[src/rtl/snq_pkg.sv]
// shared types for one snoop queue entry
// physical address fixed at 40 bits, entry keeps bits 39:4 only
package snq_pkg;

  localparam int PA_WIDTH        = 40;
  localparam int LINE_ADDR_WIDTH = PA_WIDTH - 4;
  localparam int INDEX_WIDTH     = 8;
  localparam int VB_NUM          = 2;
  localparam int WMB_NUM         = 8;
  // low bits victim buffer, high bits write merge buffer
  localparam int DEPD_WIDTH      = VB_NUM + WMB_NUM;

  // ----------------------------------------------------------------------
  // stored line address, raw or split into cache fields
  // ----------------------------------------------------------------------
  typedef struct packed {
    logic [LINE_ADDR_WIDTH-INDEX_WIDTH-3:0] tag;
    logic [INDEX_WIDTH-1:0]                 index;
    logic [1:0]                             offset;
  } snq_line_fields_t;

  typedef union packed {
    logic [LINE_ADDR_WIDTH-1:0] raw;
    snq_line_fields_t           f;
  } snq_line_addr_u;

  // snoop request types
  typedef enum logic [3:0] {
    READ_ONCE     = 4'b0000,
    READ_SHARED   = 4'b0001,
    READ_UNIQUE   = 4'b0111,
    CLEAN_SHARED  = 4'b1000,
    CLEAN_INVALID = 4'b1001,
    MAKE_INVALID  = 4'b1101
  } snq_type_e;

  // one-hot, idle is all zero
  typedef enum logic [4:0] {
    IDLE             = 5'b00000,
    WAIT_DATA_BUFFER = 5'b00001,
    WAIT_RESP        = 5'b00010,
    SDT_REQ          = 5'b00100,
    WAIT_SDT_CMPLT   = 5'b01000,
    WAIT_POP         = 5'b10000
  } snq_state_e;

  // coherence response word
  typedef struct packed {
    logic was_unique;
    logic is_shared;
    logic pass_dirty;
    logic error;
    logic data_transfer;
  } snq_cr_resp_t;

endpackage

[src/rtl/snq_entry_if.sv]
// captured entry state, driven only by the storage block
`timescale 1ns/1ps

interface snq_entry_if;

  logic                           vld;
  logic                           issued;
  snq_pkg::snq_line_addr_u        addr;
  snq_pkg::snq_type_e             snp_type;
  logic [snq_pkg::DEPD_WIDTH-1:0] depd;

  modport store (
    output vld,
    output issued,
    output addr,
    output snp_type,
    output depd
  );

  modport ctrl (input vld, input issued);

  modport encode (input snp_type);

  modport hit (input vld, input addr, input depd);

endinterface

[src/rtl/snq_entry_store.sv]
// entry registers of a single snoop queue slot
// a new request is only created into an empty slot
`timescale 1ns/1ps

module snq_entry_store (
  input  logic                           snqctrlclk,
  input  logic                           cpurst_b,
  input  logic                           create,
  input  logic [snq_pkg::PA_WIDTH-1:0]   create_addr,
  input  snq_pkg::snq_type_e             create_type,
  input  logic [snq_pkg::DEPD_WIDTH-1:0] create_depd,
  input  logic [snq_pkg::DEPD_WIDTH-1:0] depd_remove,
  input  logic                           vb_start_wait,
  input  logic [snq_pkg::VB_NUM-1:0]     vb_wait_id,
  input  logic [snq_pkg::VB_NUM-1:0]     vb_wait_remove,
  input  logic                           pop,
  input  logic                           tag_issued,
  output logic                           depd_clear,
  output logic                           vb_wait_vld,
  output logic [snq_pkg::VB_NUM-1:0]     depd_vb_id,
  snq_entry_if.store                     ent
);

  logic [snq_pkg::VB_NUM-1:0] wait_vb;

  // ----------------------------------------------------------------------
  // valid and issued
  // ----------------------------------------------------------------------
  always_ff @(posedge snqctrlclk or negedge cpurst_b)
  begin
    if (!cpurst_b)
    begin
      ent.vld    <= 1'b0;
      ent.issued <= 1'b0;
    end
    else
    begin
      if (create)
        ent.vld <= 1'b1;
      else if (pop)
        ent.vld <= 1'b0;

      if (pop)
        ent.issued <= 1'b0;
      else if (tag_issued)
        ent.issued <= 1'b1;
    end
  end

  // request payload, 16-byte aligned line address
  always_ff @(posedge snqctrlclk)
  begin
    if (create)
    begin
      ent.addr.raw <= create_addr[snq_pkg::PA_WIDTH-1:4];
      ent.snp_type <= create_type;
    end
  end

  // ----------------------------------------------------------------------
  // issue dependencies, removed bit by bit
  // ----------------------------------------------------------------------
  always_ff @(posedge snqctrlclk or negedge cpurst_b)
  begin
    if (!cpurst_b)
      ent.depd <= '0;
    else if (create)
      ent.depd <= create_depd;
    else
      ent.depd <= ent.depd & ~depd_remove;
  end

  assign depd_clear = ~|ent.depd;

  // evict deadlock avoidance needs the victim ids this entry waits on
  assign depd_vb_id = {snq_pkg::VB_NUM{ent.vld}} & ent.depd[snq_pkg::VB_NUM-1:0];

  // victim buffer data still in flight
  always_ff @(posedge snqctrlclk or negedge cpurst_b)
  begin
    if (!cpurst_b)
      wait_vb <= '0;
    else if (vb_start_wait)
      wait_vb <= vb_wait_id;
    else
      wait_vb <= wait_vb & ~vb_wait_remove;
  end

  assign vb_wait_vld = |wait_vb;

  a_create_empty: assert property (
    @(posedge snqctrlclk) disable iff (!cpurst_b)
    create |-> !ent.vld);

endmodule

[src/rtl/snq_entry_top.sv]
// one snoop queue entry with plain ports, all registers on snqctrlclk
// cr_resp and way hold stale data until the first tag response
`timescale 1ns/1ps

module snq_entry_top (
  input  logic                                snqctrlclk,
  input  logic                                cpurst_b,
  input  logic                                create,
  input  logic [snq_pkg::PA_WIDTH-1:0]        create_addr,
  input  snq_pkg::snq_type_e                  create_type,
  input  logic [snq_pkg::DEPD_WIDTH-1:0]      create_depd,
  input  logic [snq_pkg::DEPD_WIDTH-1:0]      depd_remove,
  input  logic                                vb_start_wait,
  input  logic [snq_pkg::VB_NUM-1:0]          vb_wait_id,
  input  logic [snq_pkg::VB_NUM-1:0]          vb_wait_remove,
  input  logic                                tag_start,
  input  logic                                tag_grnt,
  input  logic                                tag_resp_create,
  input  logic                                tag_resp_valid,
  input  logic                                tag_resp_dirty,
  input  logic                                tag_resp_share,
  input  logic                                tag_resp_way,
  input  logic                                ecc_err,
  input  logic                                oldest,
  input  logic                                snpdt_grnt,
  input  logic                                snpdt_cmplt,
  input  logic                                cr_resp_accept,
  input  logic [snq_pkg::PA_WIDTH-1:0]        wmb_write_addr,
  input  logic [snq_pkg::WMB_NUM-1:0]         wmb_write_ptr,
  input  logic [snq_pkg::PA_WIDTH-1:0]        wmb_read_addr,
  input  logic [snq_pkg::PA_WIDTH-7:0]        lfb_vb_addr,
  output logic                                vld,
  output logic                                rd_tag_rdy,
  output logic                                issued,
  output logic [snq_pkg::LINE_ADDR_WIDTH-1:0] entry_addr,
  output logic                                snpdt_start,
  output logic                                need_read_data,
  output logic                                need_chg_tag,
  output logic                                need_chg_tag_s,
  output logic                                need_chg_tag_i,
  output logic                                tag_req_for_inv,
  output logic                                read_once,
  output logic                                way,
  output logic                                cr_resp_valid,
  output logic [4:0]                          cr_resp,
  output logic [snq_pkg::VB_NUM-1:0]          depd_vb_id,
  output logic                                wmb_write_hit,
  output logic                                wmb_read_hit,
  output logic                                lfb_vb_hit
);

  logic depd_clear;
  logic vb_wait_vld;
  logic pop;
  logic tag_issued;
  logic need_snpdt;

  snq_entry_if ent_if ();

  assign vld        = ent_if.vld;
  assign issued     = ent_if.issued;
  assign entry_addr = ent_if.addr.raw;

  // ----------------------------------------------------------------------
  // storage and control
  // ----------------------------------------------------------------------
  snq_entry_store u_store (
    .snqctrlclk     (snqctrlclk),
    .cpurst_b       (cpurst_b),
    .create         (create),
    .create_addr    (create_addr),
    .create_type    (create_type),
    .create_depd    (create_depd),
    .depd_remove    (depd_remove),
    .vb_start_wait  (vb_start_wait),
    .vb_wait_id     (vb_wait_id),
    .vb_wait_remove (vb_wait_remove),
    .pop            (pop),
    .tag_issued     (tag_issued),
    .depd_clear     (depd_clear),
    .vb_wait_vld    (vb_wait_vld),
    .depd_vb_id     (depd_vb_id),
    .ent            (ent_if)
  );

  snq_tag_fsm u_fsm (
    .snqctrlclk      (snqctrlclk),
    .cpurst_b        (cpurst_b),
    .ent             (ent_if),
    .tag_start       (tag_start),
    .tag_grnt        (tag_grnt),
    .tag_resp_create (tag_resp_create),
    .need_snpdt      (need_snpdt),
    .oldest          (oldest),
    .snpdt_grnt      (snpdt_grnt),
    .snpdt_cmplt     (snpdt_cmplt),
    .cr_resp_accept  (cr_resp_accept),
    .depd_clear      (depd_clear),
    .vb_wait_vld     (vb_wait_vld),
    .rd_tag_rdy      (rd_tag_rdy),
    .tag_issued      (tag_issued),
    .snpdt_start     (snpdt_start),
    .cr_resp_valid   (cr_resp_valid),
    .pop             (pop)
  );

  // ----------------------------------------------------------------------
  // response and hit detection
  // ----------------------------------------------------------------------
  snq_resp_encode u_encode (
    .snqctrlclk      (snqctrlclk),
    .cpurst_b        (cpurst_b),
    .ent             (ent_if),
    .tag_resp_create (tag_resp_create),
    .tag_resp_valid  (tag_resp_valid),
    .tag_resp_dirty  (tag_resp_dirty),
    .tag_resp_share  (tag_resp_share),
    .tag_resp_way    (tag_resp_way),
    .ecc_err         (ecc_err),
    .cr_resp         (cr_resp),
    .way             (way),
    .need_read_data  (need_read_data),
    .need_chg_tag    (need_chg_tag),
    .need_chg_tag_s  (need_chg_tag_s),
    .need_chg_tag_i  (need_chg_tag_i),
    .tag_req_for_inv (tag_req_for_inv),
    .read_once       (read_once),
    .need_snpdt      (need_snpdt)
  );

  snq_hit_compare u_hit (
    .ent            (ent_if),
    .wmb_write_addr (wmb_write_addr),
    .wmb_write_ptr  (wmb_write_ptr),
    .wmb_read_addr  (wmb_read_addr),
    .lfb_vb_addr    (lfb_vb_addr),
    .wmb_write_hit  (wmb_write_hit),
    .wmb_read_hit   (wmb_read_hit),
    .lfb_vb_hit     (lfb_vb_hit)
  );

endmodule

[src/rtl/snq_hit_compare.sv]
// index match of the entry against other requesters, index is PA 13:6
`timescale 1ns/1ps

module snq_hit_compare (
  snq_entry_if.hit                     ent,
  input  logic [snq_pkg::PA_WIDTH-1:0] wmb_write_addr,
  input  logic [snq_pkg::WMB_NUM-1:0]  wmb_write_ptr,
  input  logic [snq_pkg::PA_WIDTH-1:0] wmb_read_addr,
  input  logic [snq_pkg::PA_WIDTH-7:0] lfb_vb_addr,
  output logic                         wmb_write_hit,
  output logic                         wmb_read_hit,
  output logic                         lfb_vb_hit
);

  logic [snq_pkg::INDEX_WIDTH-1:0] idx;
  logic                            wmb_free_ptr;

  assign idx = ent.addr.f.index;

  // a write this entry already waits on does not count
  assign wmb_free_ptr = |(wmb_write_ptr & ~ent.depd[snq_pkg::DEPD_WIDTH-1:snq_pkg::VB_NUM]);

  assign wmb_write_hit = ent.vld & (idx == wmb_write_addr[13:6]) & wmb_free_ptr;
  assign wmb_read_hit  = ent.vld & (idx == wmb_read_addr[13:6]);

  // lfb and vb address already starts at bit 6
  assign lfb_vb_hit = ent.vld & (idx == lfb_vb_addr[snq_pkg::INDEX_WIDTH-1:0]);

endmodule

[src/rtl/snq_resp_encode.sv]
// coherence response from the tag lookup, held until the entry pops
// only M lines transfer data, the next cache level is inclusive
`timescale 1ns/1ps

module snq_resp_encode (
  input  logic                  snqctrlclk,
  input  logic                  cpurst_b,
  snq_entry_if.encode           ent,
  input  logic                  tag_resp_create,
  input  logic                  tag_resp_valid,
  input  logic                  tag_resp_dirty,
  input  logic                  tag_resp_share,
  input  logic                  tag_resp_way,
  input  logic                  ecc_err,
  output snq_pkg::snq_cr_resp_t cr_resp,
  output logic                  way,
  output logic                  need_read_data,
  output logic                  need_chg_tag,
  output logic                  need_chg_tag_s,
  output logic                  need_chg_tag_i,
  output logic                  tag_req_for_inv,
  output logic                  read_once,
  output logic                  need_snpdt
);

  logic                  is_ro;
  logic                  is_rs;
  logic                  is_ru;
  logic                  is_cs;
  logic                  is_ci;
  logic                  is_mi;
  logic                  m_line;
  logic                  chg_m;
  logic                  chg_s;
  logic                  chg_i;
  snq_pkg::snq_cr_resp_t resp_nxt;

  assign is_ro = ent.snp_type == snq_pkg::READ_ONCE;
  assign is_rs = ent.snp_type == snq_pkg::READ_SHARED;
  assign is_ru = ent.snp_type == snq_pkg::READ_UNIQUE;
  assign is_cs = ent.snp_type == snq_pkg::CLEAN_SHARED;
  assign is_ci = ent.snp_type == snq_pkg::CLEAN_INVALID;
  assign is_mi = ent.snp_type == snq_pkg::MAKE_INVALID;

  assign m_line = tag_resp_valid & tag_resp_dirty;

  // ----------------------------------------------------------------------
  // response word
  // ----------------------------------------------------------------------
  assign resp_nxt.was_unique    = 1'b0;
  assign resp_nxt.is_shared     = tag_resp_valid & (is_ro | is_rs | is_cs);
  assign resp_nxt.pass_dirty    = m_line & (is_rs | is_ru | is_cs | is_ci);
  assign resp_nxt.error         = ecc_err;
  assign resp_nxt.data_transfer = m_line & (is_ro | is_rs | is_ru | is_cs | is_ci);

  // tag state changes, M always leaves M
  assign chg_m = m_line & is_cs;
  assign chg_s = tag_resp_valid & ~tag_resp_share & (is_cs | is_rs);
  assign chg_i = tag_resp_valid & (is_ru | is_ci | is_mi);

  // decides the FSM branch in the response cycle
  assign need_snpdt = resp_nxt.data_transfer | chg_m | chg_s | chg_i;

  always_ff @(posedge snqctrlclk or negedge cpurst_b)
  begin
    if (!cpurst_b)
    begin
      need_read_data <= 1'b0;
      need_chg_tag   <= 1'b0;
      need_chg_tag_s <= 1'b0;
      need_chg_tag_i <= 1'b0;
    end
    else if (tag_resp_create)
    begin
      need_read_data <= resp_nxt.data_transfer;
      need_chg_tag   <= chg_m | chg_s | chg_i;
      need_chg_tag_s <= chg_s;
      need_chg_tag_i <= chg_i;
    end
  end

  always_ff @(posedge snqctrlclk)
  begin
    if (tag_resp_create)
    begin
      cr_resp <= resp_nxt;
      way     <= tag_resp_way;
    end
  end

  assign tag_req_for_inv = is_ru | is_ci | is_mi;
  assign read_once       = is_ro;

endmodule

[src/rtl/snq_tag_fsm.sv]
// snoop tag sequencing for one entry, one request in flight
// oldest comes from the queue arbiter and gates data and response phases
`timescale 1ns/1ps

module snq_tag_fsm (
  input  logic       snqctrlclk,
  input  logic       cpurst_b,
  snq_entry_if.ctrl  ent,
  input  logic       tag_start,
  input  logic       tag_grnt,
  input  logic       tag_resp_create,
  input  logic       need_snpdt,
  input  logic       oldest,
  input  logic       snpdt_grnt,
  input  logic       snpdt_cmplt,
  input  logic       cr_resp_accept,
  input  logic       depd_clear,
  input  logic       vb_wait_vld,
  output logic       rd_tag_rdy,
  output logic       tag_issued,
  output logic       snpdt_start,
  output logic       cr_resp_valid,
  output logic       pop
);

  snq_pkg::snq_state_e state;
  snq_pkg::snq_state_e state_nxt;

  assign rd_tag_rdy = ent.vld & depd_clear & ~ent.issued;

  always_ff @(posedge snqctrlclk or negedge cpurst_b)
  begin
    if (!cpurst_b)
      state <= snq_pkg::IDLE;
    else
      state <= state_nxt;
  end

  // ----------------------------------------------------------------------
  // next state
  // ----------------------------------------------------------------------
  always_comb
  begin
    state_nxt = state;
    case (state)
      snq_pkg::IDLE:
      begin
        if (tag_issued)
          state_nxt = snq_pkg::WAIT_RESP;
      end
      snq_pkg::WAIT_RESP:
      begin
        // read data or tag change first, else straight to pop
        if (tag_resp_create)
        begin
          if (need_snpdt)
            state_nxt = snq_pkg::SDT_REQ;
          else if (vb_wait_vld)
            state_nxt = snq_pkg::WAIT_DATA_BUFFER;
          else
            state_nxt = snq_pkg::WAIT_POP;
        end
      end
      snq_pkg::SDT_REQ:
      begin
        if (oldest && snpdt_grnt)
          state_nxt = snq_pkg::WAIT_SDT_CMPLT;
      end
      snq_pkg::WAIT_SDT_CMPLT:
      begin
        if (snpdt_cmplt)
          state_nxt = vb_wait_vld ? snq_pkg::WAIT_DATA_BUFFER : snq_pkg::WAIT_POP;
      end
      snq_pkg::WAIT_DATA_BUFFER:
      begin
        // evict this entry depends on must drain first
        if (!vb_wait_vld)
          state_nxt = snq_pkg::WAIT_POP;
      end
      snq_pkg::WAIT_POP:
      begin
        if (pop)
          state_nxt = snq_pkg::IDLE;
      end
      default:
        state_nxt = snq_pkg::IDLE;
    endcase
  end

  // ----------------------------------------------------------------------
  // handshake outputs
  // ----------------------------------------------------------------------
  assign tag_issued    = tag_start & tag_grnt & (state == snq_pkg::IDLE);
  assign snpdt_start   = oldest & (state == snq_pkg::SDT_REQ);
  assign cr_resp_valid = oldest & (state == snq_pkg::WAIT_POP);
  assign pop           = cr_resp_valid & cr_resp_accept;

  a_state_onehot: assert property (
    @(posedge snqctrlclk) disable iff (!cpurst_b)
    $onehot0(state));

  // tag arbiter only selects entries that reported ready
  a_start_when_rdy: assert property (
    @(posedge snqctrlclk) disable iff (!cpurst_b)
    tag_start |-> rd_tag_rdy);

endmodule

[config.mk]
export PLATFORM = sky130hd
export DESIGN_NAME = snq_entry_top
export DESIGN_NICKNAME = d
export VERILOG_FILES = /design/src/rtl/snq_pkg.sv /design/src/rtl/snq_entry_if.sv /design/src/rtl/snq_entry_store.sv /design/src/rtl/snq_entry_top.sv /design/src/rtl/snq_hit_compare.sv /design/src/rtl/snq_resp_encode.sv /design/src/rtl/snq_tag_fsm.sv
export SDC_FILE = /design/constraint.sdc
export NUM_CORES = 1
export LEC_CHECK = 0
export BUFFER_PORTS_ARGS = -buffer_cell sky130_fd_sc_hd__buf_2
export CORE_AREA = 2 2 103 105
export CTS_CLUSTER_SIZE = 16
export DETAILED_ROUTE_END_ITERATION = 8
export DIE_AREA = 0 0 105 107
export PLACE_DENSITY = 0.73
export SKIP_CTS_REPAIR_TIMING = 1
export SLEW_MARGIN = 15
export SYNTH_ARGS = -nofsm -noshare
export SYNTH_HDL_FRONTEND = slang
export SYNTH_SLANG_ARGS = --single-unit
export TNS_END_PERCENT = 30
[constraint.sdc]
create_clock -name snqctrlclk -period 1.45 [get_ports snqctrlclk]
set_input_delay 0.145 -clock snqctrlclk [delete_from_list [all_inputs] [get_ports snqctrlclk]]
set_output_delay 0.145 -clock snqctrlclk [all_outputs]
set_load 0.03 [all_outputs]
After elaboration in Yosys (flattened, before gate mapping)
Cells that the tools add are included.
{"block": "word_totals", "latchBits": 0, "word_cells": 104, "memories": 0, "romBits": 0, "ramBits": 0, "reg_bits": 68}
{"block": "classes", "reduce_logical": 10, "n_div": 0, "muxes": 15, "n_eq_ne": 19, "shifts": 0, "bitwise_logic": 44, "order_cmp": 0, "multipliers": 0, "add_sub_neg": 0}
{"op": "5-bit 2-to-1 mux", "n": 8}
{"op": "5-bit case mux with 6 select lines", "n": 1}
{"op": "8-bit equality test", "n": 3}
{"op": "1-bit bitwise AND", "n": 19}
{"op": "1-bit bitwise OR", "n": 16}
{"op": "4-bit equality test (second input constant)", "n": 3}
{"op": "10-bit bitwise AND", "n": 1}
{"op": "10-bit 2-to-1 mux", "n": 1}
{"op": "2-bit inequality test (second input constant)", "n": 5}
{"op": "10-bit inverter", "n": 1}
{"op": "10-bit OR reduction", "n": 1}
{"op": "8-bit bitwise AND", "n": 1}
{"op": "8-bit inverter", "n": 1}
{"op": "8-bit OR reduction", "n": 1}
{"op": "6-bit AND reduction", "n": 1}
{"op": "5-bit by 1-bit equality test with 1-bit output (second input constant)", "n": 1}
{"op": "5-bit by 2-bit equality test with 1-bit output (second input constant)", "n": 1}
{"op": "5-bit by 3-bit equality test with 1-bit output (second input constant)", "n": 1}
{"op": "5-bit by 4-bit equality test with 1-bit output (second input constant)", "n": 1}
{"op": "5-bit equality test (second input constant)", "n": 1}
{"op": "5-bit logical NOT", "n": 1}
{"op": "2-bit bitwise AND", "n": 2}
{"op": "4-bit by 1-bit equality test with 1-bit output (second input constant)", "n": 1}
{"op": "4-bit by 3-bit equality test with 1-bit output (second input constant)", "n": 1}
{"op": "other kinds (10)", "n": 15}

Longest topological paths before layout
{"block": "logic_depth", "word_depth": 12, "mapped_depth": 6, "depth_no_buf": 5}

Cells and area by module
From an unflattened synthesis, not the netlist that was laid out.
{"block": "unflattened", "cells_unflattened": 240, "hier_area_um2": 3007.9}
{"module": "snq_entry_store", "area_per_inst_um2": 1806.7, "cells_per_inst": 102, "n_inst": 1, "seq_area_each_um2": 1551.5}
{"module": "snq_resp_encode", "area_per_inst_um2": 488.0, "cells_per_inst": 45, "n_inst": 1, "seq_area_each_um2": 250.2}
{"module": "snq_tag_fsm", "area_per_inst_um2": 382.9, "cells_per_inst": 46, "n_inst": 1, "seq_area_each_um2": 125.1}
{"module": "snq_hit_compare", "area_per_inst_um2": 330.3, "cells_per_inst": 47, "n_inst": 1, "seq_area_each_um2": 0.0}

Worst setup path before layout
No wires, ideal clock.
{"block": "synth_path", "path_kind": "register to output", "start": "register u_store.ent.addr[4]", "end": "output port wmb_read_hit", "arrival_ns": 2.058, "n_path_buf": 0, "setup_slack_ns": -0.753, "stages_incl_launch_ff": 5, "path_cell_list": "edfxtp_1 -> xor2_1 -> nor4_1 -> nand3_1 -> nor4_1"}
{"block": "synth_between", "elab_chain_cells": 2}
{"item": "start, declared", "line_no": "snq_entry_if.sv:15", "text": "output addr,"}
{"item": "8-bit equality test", "line_no": "snq_hit_compare.sv:24", "text": "assign wmb_read_hit = ent.vld & (idx == wmb_read_addr[13:6]);"}
{"item": "1-bit bitwise AND", "line_no": "snq_hit_compare.sv:24"}
{"item": "end, declared", "line_no": "snq_entry_top.sv:48", "text": "output logic wmb_read_hit,"}
No other way between the ends.

Final worst setup path
Ends and elaborated chain as after synthesis.

==> out/summary.log <==
INFO  pwr            p_clk_frac=0.267
INFO  worst_setup_path path_cells=xor2_1, nor4_1, nand3_1, nor4_4, buf_6
INFO  cells_and_area number_of_antenna_diodes=0
INFO  synth          synthesis.instances=238
INFO  synth          synthesis.yosys.warnings=0
INFO  clock_network  clock_sinks=68
INFO  cells_and_area areaGrowthSynthToFinish=72.7%
INFO  synth          portion_of_the_post_synthesis_area_used_by_sequential_elements=0.640
INFO  floorplan      fp.dieW=105µm
INFO  drt            viasPerCell=4.54
INFO  grt            grt_antenna_before_repair=0
INFO  worst_setup_path critical-path-top-delay-family=simple AND/OR/NAND/NOR gates
INFO  worst_setup_path timing.critical_path.fanout_max=4
INFO  synth          avgSynthCellArea=12.6µm²
INFO  cells_and_area layout-drive-gt1-share=0.490
INFO  pwr            ir_worst_vdd=0.803mV
INFO  drt            vias=2,930
INFO  timing         max_freq=513MHz
INFO  drt            finalWirelength=9.40mm
INFO  place          routabilityCongestion=0.797
INFO  worst_setup_path timing.critical_path.slowest_stage_cell=edfxtp_1
INFO  drt            average_detailed_routed_wire_length_per_instance=14.6µm
INFO  pwr            power_leakage=2.36nW
INFO  grt            grt_pass1_vias=2,715
INFO  min_path       min-delay-path-class=input port to register
INFO  cells_and_area final.fill_count=912
INFO  synth          netlist_top_cells_area=edfxtp_1, dfrtp_1, xor2_1
INFO  synth          post-synth-top-area-fraction=0.449
INFO  timing         period_utilisation_layout=1.35
INFO  timing         worst_pin_slew=0.538ns
INFO  drt            dr.pass1.iters=4
INFO  timing         relSlewSlack=0.642
INFO  pwr            power.net_switching=1.97mW
INFO  clock_network  h-tree-depth=3
INFO  synth          ys_types=49
INFO  pwr            post-layout-total-power=6.12mW
INFO  clock_network  cts-buffers-inserted=9
INFO  worst_setup_path critical-path-max-stage-delay=0.48ns
INFO  timing         unrepaired_setup_endpoints_after_global_routing=yes
INFO  synth          ys_async_sr_fraction=0.338
INFO  synth          synth_ff_type=edfxtp_1
INFO  pwr            power_frac_seq=0.402
INFO  floorplan      core_area=10,100µm²
INFO  clock_network  cts.reportedPaths.clkPinSlew=0.09ns
INFO  floorplan      rows=37
INFO  clock_network  clock_path_buffers=2
INFO  timing         min_period=1.95ns
INFO  grt            largest_net_degree_at_the_start_of_global_routing=62
INFO  place          io_buffer_count=168
INFO  timing         final_max_slew_viol_count=0
INFO  pwr            pwr-share-comb=0.331
INFO  synth          syn_nets=444
INFO  synth          netlist.top_cell.by_area=edfxtp_1
INFO  timing         hold_viol=0
INFO  synth          synth_seq_cells=68
INFO  floorplan      dieArea=11,200µm²
INFO  clock_network  ctsRootBufferMaster=clkbuf_8
INFO  timing         clock-skew-final=0.00820ns
INFO  worst_setup_path start_kind=register
INFO  grt            globalRouteOverflowTotal=0
INFO  worst_setup_path critical_path_required=1.31ns
INFO  synth          synth-edff-count=45
INFO  status         failed_checks=negative setup slack
INFO  pwr            p_sw_frac=0.322
INFO  clock_network  cts_tree=built
INFO  timing         setup_tns=-3.31ns
INFO  cells_and_area nNetsFinal=711
INFO  worst_setup_path worst_ep_arrival_time=1.81ns
INFO  worst_setup_path timing.critical_path.to_type=primary output
INFO  pwr            internal_power=4.15mW
INFO  timing         setup_ws=-0.501ns
INFO  place          hpwlAfterDp=6.39mm
INFO  run            max_cap_viol_count=0
INFO  pwr            power.density_cell_area=1180nW/µm²
INFO  drt            drtIter0Drc=177
INFO  timing         setup-violations-final=14
INFO  grt            grt_pass1_wl=12.4mm
INFO  floorplan      floorplan.die.height=107µm
INFO  worst_setup_path worstSetupPathType=register to primary output
INFO  synth          mappedNetlistArea=3010µm²
INFO  drt            post-route-drc-count=0
INFO  worst_setup_path crit_path_buf_inv_count=1
INFO  status         run_status=finished, violations left
INFO  drt            ant_nets=0
INFO  clock_network  clock_insertion_delay_worst_skew=0.34ns
INFO  floorplan      start_util=0.298
INFO  grt            grt.total_usage=0.143
INFO  floorplan      top_level_ports=264
==> logic make-up after synthesis <==
group / Yosys count / synth area share
XOR/XNOR: 25 / 0.0728
adder cells (fa/ha/maj): 1 / 0.00333
buffers and inverters: 20 / 0.0316
AND/OR/NAND/NOR: 78 / 0.152
multiplexers: 2 / 0.00748
other: 1 / 0.00125
AO/OA/AOI/OAI: 43 / 0.0911
flip-flops: 68 / 0.640
==> state kept, by name (all words and copies together) (netlist names) <==
register and count:
u_store.wait_vb 2, u_store.ent.issued 1, u_store.ent.depd 10, u_store.ent.snp_type 4
u_encode.need_chg_tag 1, u_encode.cr_resp 4, u_encode.need_chg_tag_s 1, u_fsm.state 5
u_store.ent.vld 1, u_encode.need_chg_tag_i 1, u_store.ent.addr 36, u_encode.need_read_data 1
u_encode.way 1
==> per-layer routing <==
layer / vias to the layer above / track usage / wire [µm] / part of all wire
met4: 0 / 0.0667 / 245 / 0.026
li1: 1403 / - / - / -
met1: 1398 / 0.158 / 3630 / 0.39
met2: 108 / 0.250 / 5040 / 0.54
met5: - / 0 / 0 / 0
met3: 21 / 0.0474 / 496 / 0.053
==> cell type report <==
class,count,area [µm²],area share
multi-input combinational,150,1090,0.209
sequential,68,1930,0.372
tap,136,170,0.0327
clock inverter,7,80.1,0.0154
timing repair buffer,264,1760,0.338
inverter,12,45.0,0.00867
clock buffer,9,124,0.0238
==> power by group through the flow <==
stage	combinational, mW	sequential, mW	clock [mW]
finish	2.02	2.46	1.63
CTS	1.66	2.45	1.68
global route	2.16	2.49	1.77
detailed placement	1.65	2.49	0
floorplan	0.655	2.68	0
global placement	1.60	2.48	0
==> tightest hold or removal path, delay by kind of cell <==
kind	cells	cell delay (ns)
buffers and inverters	1	0.07
and+or+nand+nor	1	0.04
AOI/OAI and AO/OA	1	0.06
==> path summary, 6_finish.rpt <==
kind	start	endpoint	slack, ns	cells after the start
worst max-delay path	u_store.ent.addr[4]	wmb_read_hit	-0.50	5
worst min-delay path	create_depd[9]	u_store.ent.depd[9]	0.01	3
worst max register to register	u_fsm.state[3]	u_fsm.state[4]	-0.27	7
worst min register to register	u_encode.need_read_data	u_encode.need_read_data	0.51	1
max in group asynchronous	cpurst_b	u_fsm.state[4]	0.74	2
min in group asynchronous	cpurst_b	u_fsm.state[0]	0.31	2
==> layout by cell type, fill, tap and decap left out, types with 9 or more instances in the layout <==
cell type      instances
o21ai_1               11
dfrtp_1               18
edfxtp_1              45
xor2_1                14
nand2_1               20
nand2b_1              12
dlygate4sd3_1         58
inv_1                 12
buf_2                162
xnor2_1               11
buf_4                 36
clkbuf_8               9
==> Yosys cell counts (all sizes together), types with 2 or more instances <==
library cell / number
nand4: 3
nand3: 3
xnor2: 11
dfrtp: 23
inv: 12
nand2: 20
edfxtp: 45
clkbuf: 3
buf: 5
and2: 4
and3: 4
a21oi: 7
or3: 2
nor2: 6
o31ai: 4
nor4: 9
o21ai: 16
nand4b: 2
o22ai: 6
nor3: 5
xor2: 14
nand2b: 12
mux2: 2
==> metrics by stage <==
step	cell area (µm²)	hold WS [ns]	cells	worst slack [ns]	util
3_5_place_dp	4240	0.168	565	-0.184	0.420
3_3_place_gp	4240	0.153	565	-0.142	0.420
2_1_floorplan	3040	-0.151	238	-0.264	-
5_1_grt	5200	0.000657	646	-0.634	0.515
6_report	5200	0.00955	646	-0.501	0.515
4_1_cts	4450	-0.228	581	-0.595	0.440
(Power assumes the default switching activity.)
